## src/rtl/rv64_pkg.sv

```systemverilog
// shared widths, encodings and the decoded control struct for the rv64 integer slice
`default_nettype none

package rv64_pkg;

  localparam int XLEN     = 64;
  localparam int NUM_REGS = 32;
  localparam int REG_AW   = 5;

  // major opcodes, inst[6:0]
  typedef enum logic [6:0] {
    OPC_OP        = 7'b0110011,
    OPC_OP_IMM    = 7'b0010011,
    OPC_OP_32     = 7'b0111011,
    OPC_OP_IMM_32 = 7'b0011011,
    OPC_LUI       = 7'b0110111,
    OPC_AUIPC     = 7'b0010111,
    OPC_JAL       = 7'b1101111,
    OPC_JALR      = 7'b1100111,
    OPC_BRANCH    = 7'b1100011
  } opcode_e;

  typedef enum logic [3:0] {
    ALU_ADD    = 4'd0,
    ALU_SUB    = 4'd1,
    ALU_SLL    = 4'd2,
    ALU_SLT    = 4'd3,
    ALU_SLTU   = 4'd4,
    ALU_XOR    = 4'd5,
    ALU_SRL    = 4'd6,
    ALU_SRA    = 4'd7,
    ALU_OR     = 4'd8,
    ALU_AND    = 4'd9,
    ALU_COPY_B = 4'd10 // lui
  } alu_op_e;

  typedef enum logic {
    A_RS1 = 1'b0,
    A_PC  = 1'b1
  } a_sel_e;

  typedef enum logic [1:0] {
    B_RS2  = 2'd0,
    B_IMM  = 2'd1,
    B_FOUR = 2'd2 // link address
  } b_sel_e;

  typedef enum logic [3:0] {
    BR_NONE = 4'd0,
    BR_JAL  = 4'd1,
    BR_JALR = 4'd2,
    BR_BEQ  = 4'd3,
    BR_BNE  = 4'd4,
    BR_BLT  = 4'd5,
    BR_BGE  = 4'd6,
    BR_BLTU = 4'd7,
    BR_BGEU = 4'd8
  } branch_op_e;

  typedef struct packed {
    alu_op_e           alu_op;
    a_sel_e            a_sel;
    b_sel_e            b_sel;
    branch_op_e        branch;
    logic              word_cut; // 32-bit op, sign-extended result
    logic              reg_wen;
    logic              illegal;
    logic [REG_AW-1:0] rs1;
    logic [REG_AW-1:0] rs2;
    logic [REG_AW-1:0] rd;
    logic [XLEN-1:0]   imm;
  } ctrl_t;

endpackage

`default_nettype wire

```

## src/rtl/rv64_decoder.sv

```systemverilog
// combinational decoder turning a 32-bit instruction into the control struct for execute
`default_nettype none
`timescale 1ns/1ps

module rv64_decoder import rv64_pkg::*; (
  input  wire logic [31:0] i_inst,
  output ctrl_t            o_ctrl
);

  opcode_e    opcode;
  logic [2:0] funct3;
  logic [6:0] funct7;
  logic [5:0] funct6; // rv64 shift-immediate form

  logic [XLEN-1:0] imm_i;
  logic [XLEN-1:0] imm_u;
  logic [XLEN-1:0] imm_b;
  logic [XLEN-1:0] imm_j;

  assign opcode = opcode_e'(i_inst[6:0]);
  assign funct3 = i_inst[14:12];
  assign funct7 = i_inst[31:25];
  assign funct6 = i_inst[31:26];

  assign imm_i = {{52{i_inst[31]}}, i_inst[31:20]};
  assign imm_u = {{32{i_inst[31]}}, i_inst[31:12], 12'b0};
  assign imm_b = {{52{i_inst[31]}}, i_inst[7], i_inst[30:25], i_inst[11:8], 1'b0};
  assign imm_j = {{44{i_inst[31]}}, i_inst[19:12], i_inst[20], i_inst[30:21], 1'b0};

  always_comb begin
    o_ctrl          = '0;
    o_ctrl.alu_op   = ALU_ADD;
    o_ctrl.a_sel    = A_RS1;
    o_ctrl.b_sel    = B_RS2;
    o_ctrl.branch   = BR_NONE;
    o_ctrl.rs1      = i_inst[19:15];
    o_ctrl.rs2      = i_inst[24:20];
    o_ctrl.rd       = i_inst[11:7];
    o_ctrl.imm      = imm_i;
    o_ctrl.reg_wen  = 1'b1;
    o_ctrl.illegal  = 1'b0;

    case (opcode)
      OPC_OP: begin
        case (funct3)
          3'b000: begin
            if (funct7 == 7'b0000000) o_ctrl.alu_op = ALU_ADD;
            else if (funct7 == 7'b0100000) o_ctrl.alu_op = ALU_SUB;
            else o_ctrl.illegal = 1'b1; // also catches mul
          end
          3'b001: o_ctrl.alu_op = ALU_SLL;
          3'b010: o_ctrl.alu_op = ALU_SLT;
          3'b011: o_ctrl.alu_op = ALU_SLTU;
          3'b100: o_ctrl.alu_op = ALU_XOR;
          3'b101: begin
            if (funct7 == 7'b0100000) o_ctrl.alu_op = ALU_SRA;
            else o_ctrl.alu_op = ALU_SRL;
          end
          3'b110: o_ctrl.alu_op = ALU_OR;
          default: o_ctrl.alu_op = ALU_AND;
        endcase
        // only sub and sra may carry funct7 = 0100000
        if (funct7 != 7'b0000000 && !(funct7 == 7'b0100000 &&
            (funct3 == 3'b000 || funct3 == 3'b101))) begin
          o_ctrl.illegal = 1'b1;
        end
      end

      OPC_OP_IMM: begin
        o_ctrl.b_sel = B_IMM;
        case (funct3)
          3'b000: o_ctrl.alu_op = ALU_ADD;
          3'b010: o_ctrl.alu_op = ALU_SLT;
          3'b011: o_ctrl.alu_op = ALU_SLTU;
          3'b100: o_ctrl.alu_op = ALU_XOR;
          3'b110: o_ctrl.alu_op = ALU_OR;
          3'b111: o_ctrl.alu_op = ALU_AND;
          3'b001: begin
            o_ctrl.alu_op  = ALU_SLL;
            o_ctrl.illegal = (funct6 != 6'b000000);
          end
          default: begin // 3'b101
            if (funct6 == 6'b000000) o_ctrl.alu_op = ALU_SRL;
            else if (funct6 == 6'b010000) o_ctrl.alu_op = ALU_SRA;
            else o_ctrl.illegal = 1'b1;
          end
        endcase
      end

      OPC_OP_32: begin
        o_ctrl.word_cut = 1'b1;
        if (funct3 == 3'b000 && funct7 == 7'b0000000) o_ctrl.alu_op = ALU_ADD;
        else if (funct3 == 3'b000 && funct7 == 7'b0100000) o_ctrl.alu_op = ALU_SUB;
        else if (funct3 == 3'b001 && funct7 == 7'b0000000) o_ctrl.alu_op = ALU_SLL;
        else if (funct3 == 3'b101 && funct7 == 7'b0000000) o_ctrl.alu_op = ALU_SRL;
        else if (funct3 == 3'b101 && funct7 == 7'b0100000) o_ctrl.alu_op = ALU_SRA;
        else o_ctrl.illegal = 1'b1; // mulw and friends land here
      end

      OPC_OP_IMM_32: begin
        o_ctrl.word_cut = 1'b1;
        o_ctrl.b_sel    = B_IMM;
        if (funct3 == 3'b000) o_ctrl.alu_op = ALU_ADD;
        else if (funct3 == 3'b001 && funct7 == 7'b0000000) o_ctrl.alu_op = ALU_SLL;
        else if (funct3 == 3'b101 && funct7 == 7'b0000000) o_ctrl.alu_op = ALU_SRL;
        else if (funct3 == 3'b101 && funct7 == 7'b0100000) o_ctrl.alu_op = ALU_SRA;
        else o_ctrl.illegal = 1'b1;
      end

      OPC_LUI: begin
        o_ctrl.alu_op = ALU_COPY_B;
        o_ctrl.b_sel  = B_IMM;
        o_ctrl.imm    = imm_u;
      end

      OPC_AUIPC: begin
        o_ctrl.a_sel = A_PC;
        o_ctrl.b_sel = B_IMM;
        o_ctrl.imm   = imm_u;
      end

      OPC_JAL: begin
        o_ctrl.a_sel  = A_PC; // link pc + 4
        o_ctrl.b_sel  = B_FOUR;
        o_ctrl.branch = BR_JAL;
        o_ctrl.imm    = imm_j;
      end

      OPC_JALR: begin
        o_ctrl.a_sel   = A_PC;
        o_ctrl.b_sel   = B_FOUR;
        o_ctrl.branch  = BR_JALR;
        o_ctrl.illegal = (funct3 != 3'b000);
      end

      OPC_BRANCH: begin
        o_ctrl.reg_wen = 1'b0;
        o_ctrl.imm     = imm_b;
        case (funct3)
          3'b000:  o_ctrl.branch = BR_BEQ;
          3'b001:  o_ctrl.branch = BR_BNE;
          3'b100:  o_ctrl.branch = BR_BLT;
          3'b101:  o_ctrl.branch = BR_BGE;
          3'b110:  o_ctrl.branch = BR_BLTU;
          3'b111:  o_ctrl.branch = BR_BGEU;
          default: o_ctrl.illegal = 1'b1;
        endcase
      end

      default: o_ctrl.illegal = 1'b1; // loads, stores, system
    endcase

    // illegal retires as a plain pc + 4 with no write
    if (o_ctrl.illegal) begin
      o_ctrl.reg_wen = 1'b0;
      o_ctrl.branch  = BR_NONE;
    end
  end

endmodule

`default_nettype wire

```

## config.mk

```make
export PLATFORM = sky130hd
export DESIGN_NAME = rv64_decoder
export DESIGN_NICKNAME = d
export VERILOG_FILES = /design/src/rtl/rv64_pkg.sv /design/src/rtl/rv64_decoder.sv
export SDC_FILE = /design/constraint.sdc
export NUM_CORES = 1
export LEC_CHECK = 0
export BUFFER_PORTS_ARGS = -buffer_cell sky130_fd_sc_hd__buf_4
export CORE_MARGIN = 2
export CORE_UTILIZATION = 35
export DETAILED_ROUTE_END_ITERATION = 10
export PLACE_DENSITY = 0.81
export RECOVER_POWER = 25
export SETUP_SLACK_MARGIN = 0.15
export SLEW_MARGIN = 20
export SYNTH_ARGS = -nofsm -noshare
export SYNTH_HDL_FRONTEND = slang
export SYNTH_SLANG_ARGS = --single-unit
```

## constraint.sdc

```tcl
create_clock -name vclk -period 1.5
set_input_delay 0.15 -clock vclk [all_inputs]
set_output_delay 0.15 -clock vclk [all_outputs]
set_load 0.02 [all_outputs]
```

==> flow_metrics.env <==
export IMPL_dieArea_sq_mm=0.004195
export IMPL_final_cell_area_sq_mm=0.003132
export IMPL_place_area_sq_mm=0.002464
export IMPL_grt_max_degree=37
export IMPL_synth_avg_cell_area_sq_um=7.063
export IMPL_critPathSlowestCell="or4_4"
export IMPL_cp_slowest_stage_delay_ns=0.57
export IMPL_grt_remaining_overflow=0
export IMPL_setup_slack_ns=-0.4089
export IMPL_dieHeight_microns=64.77
export IMPL_ys_warn_count=0
export IMPL_violations="setup timing"
export IMPL_worstSetupStartpointType="primary input"
export IMPL_antenna_found_initial=0
export IMPL_first_iter_violations=118
export IMPL_die_w_microns=64.77
export IMPL_path_class="in -> out"
export IMPL_netlist_area_leader_share_pct=28.46
export IMPL_finalHoldViolCount=0
export IMPL_vias=1954
export IMPL_avgRoutedWirePerCell_microns=19.35
export IMPL_antenna_left=0
export IMPL_report_final_slew_viol_count=0
export IMPL_yosysSeqAreaShare_pct=0
export IMPL_drt_total_wl_mm=7.237
export IMPL_rows=22
export IMPL_drt_pass1_iter_count=4
export IMPL_synth_area_sq_mm=0.001292
export IMPL_worstPathArrival_ns=1.76
export IMPL_grt_pass1_wl_mm=9.135
export IMPL_worstMarginPinSlew_ns=0.4953
export IMPL_nets=360
export IMPL_maxCapViolations=0
export IMPL_nClkBuffers=0
export IMPL_multi_input_comb_area_sq_mm=0.001197
export IMPL_track_usage_pct=26.78
export IMPL_syn_inst=183
export IMPL_ctsHoldBuffers=0
export IMPL_hp_start="i_inst[22]"
export IMPL_total_power_uw=882.2
export IMPL_syn2layout_area_growth_pct=142.3
export IMPL_diodes=0
export IMPL_via_per_inst=5.225
export IMPL_seq_cells=0
export IMPL_drc=0
export IMPL_regArea_sq_um=0
export IMPL_whs_path_depth=2
export IMPL_outcome="finished with violations"
export IMPL_coreArea_sq_mm=0.003606
export IMPL_gp_congestion=0.8621
export IMPL_cp_num_buf_inv=2
export IMPL_yosys_top_cells_area="buf_4 28%, a21o_1 6.4%, o21ai_0 4.6%, nor2_1 4.4%, nor2b_1 3.9%"
export IMPL_pwr_density_cell_mw_per_mm2=281.7
export IMPL_layout_drive_gt1_share_pct=75.77
export IMPL_setup_violations=38
export IMPL_cpMostUsedCell="buf_6"
export IMPL_endpoint_kind="output pin"
export IMPL_start_util_pct=35.84
export IMPL_min_period_ns=1.909
export IMPL_crit_family="simple AND/OR/NAND/NOR gates"
export IMPL_syn_nets=215
export IMPL_fillers=194
export IMPL_yosysUniqueCellTypes=48
export IMPL_layout_commonest_cell="buf_4"
export IMPL_rsz0062_at_grt="yes"
export IMPL_grt_pass1_vias=1754
export IMPL_synth_largest_area_cell="buf_4"
export IMPL_slew_headroom_pct=66.72
export IMPL_hold_path_endpoint="o_ctrl[71]"
export IMPL_path_cells="buf_6 -> or4_4 -> o211ai_1 -> a2bb2oi_1 -> or4_1 -> o21ai_2 -> buf_6"
export IMPL_final_cell_mix="107 x buf_4, 71 x buf_6, 13 x clkbuf_1"
export IMPL_place_hpwl_mm=4.073
export IMPL_io_pins=125
export IMPL_crit_path_max_fanout=6
export IMPL_cellLeakagePower_uw=0.001512
export IMPL_hp_class="in -> out"
export IMPL_ir_worst_vdd_mv=0.2315
export IMPL_period_share_pct=127.3
export IMPL_fmax_mhz=523.9
export IMPL_cp_required_ns=1.35
export IMPL_port_buffer_count=125
-- metal layers --
layer	share of wire (%)	track usage (%)	vias up
li1	-	-	893
met1	37	34.27	908
met2	52	50.77	122
met3	6.4	1.736	31
met4	4.6	1.596	0
met5	0	0	-
-- Yosys cell counts, drive strengths merged (2+ instances only) --
library cell and n:
a2111oi 2, a21o 11, a21oi 5, a22o 4
a32oi 3, and2b 2, and3 2, buf 56
clkbuf 3, inv 8, nand2 3, nand2b 5
nand3 2, nand3b 2, nand4 2, nand4bb 2
nor2 15, nor2b 8, nor3 10, o211ai 3
o21ai 12, or2b 2, or3 4, or4 3
-- worst max-delay path by stage --
stage	start	end	slack (ns)	cells after the start
2_1_floorplan	i_inst[31]	o_ctrl[80]	-0.17	5
3_3_place_gp	i_inst[31]	o_ctrl[91]	-0.40	7
3_5_place_dp	i_inst[31]	o_ctrl[91]	-0.39	7
4_1_cts	i_inst[31]	o_ctrl[80]	-0.37	7
5_1_grt	i_inst[31]	o_ctrl[91]	-0.47	7
6_report	i_inst[31]	o_ctrl[91]	-0.41	7
-- per-stage QoR --
step | cells | util [%] | TNS [ns] | worst slack, ns | hold slack, ns
2_1_floorplan | 183 | - | -0.4186 | -0.1715 | 0.4126
3_3_place_gp | 348 | 68.32 | -4.242 | -0.3986 | 0.5088
3_5_place_dp | 348 | 68.32 | -4.797 | -0.3926 | 0.5103
4_1_cts | 365 | 79.74 | -2.863 | -0.3689 | 0.5108
5_1_grt | 374 | 86.85 | -5.354 | -0.4654 | 0.5466
6_report | 374 | 86.85 | -4.542 | -0.4089 | 0.5373
-- cell type report --
class	instances	area share, %
inverter	8	0.9589
multi-input combinational	117	38.23
tap	48	1.918
timing repair buffer	201	58.89
-- power breakdown --
group	leakage [uW]	internal [uW]	switching, uW
logic	0.00151	425	457
registers	0	0	0
clock network	0	0	0
-- what timing repair did --
item / 4_1_cts / 5_1_grt
cloned: 2 / 0
endpoints found under the setup margin: 43 / 45
gates resized for setup: 63 / 50
pin swaps: 19 / 16
buffers inserted: 15 / 9
-- cell families after synthesis --
family | share of synthesized area, %
compound gates | 30.30
buf+inv | 38.53
simple gates | 31.17
Power figures use the tool's default switching activity.
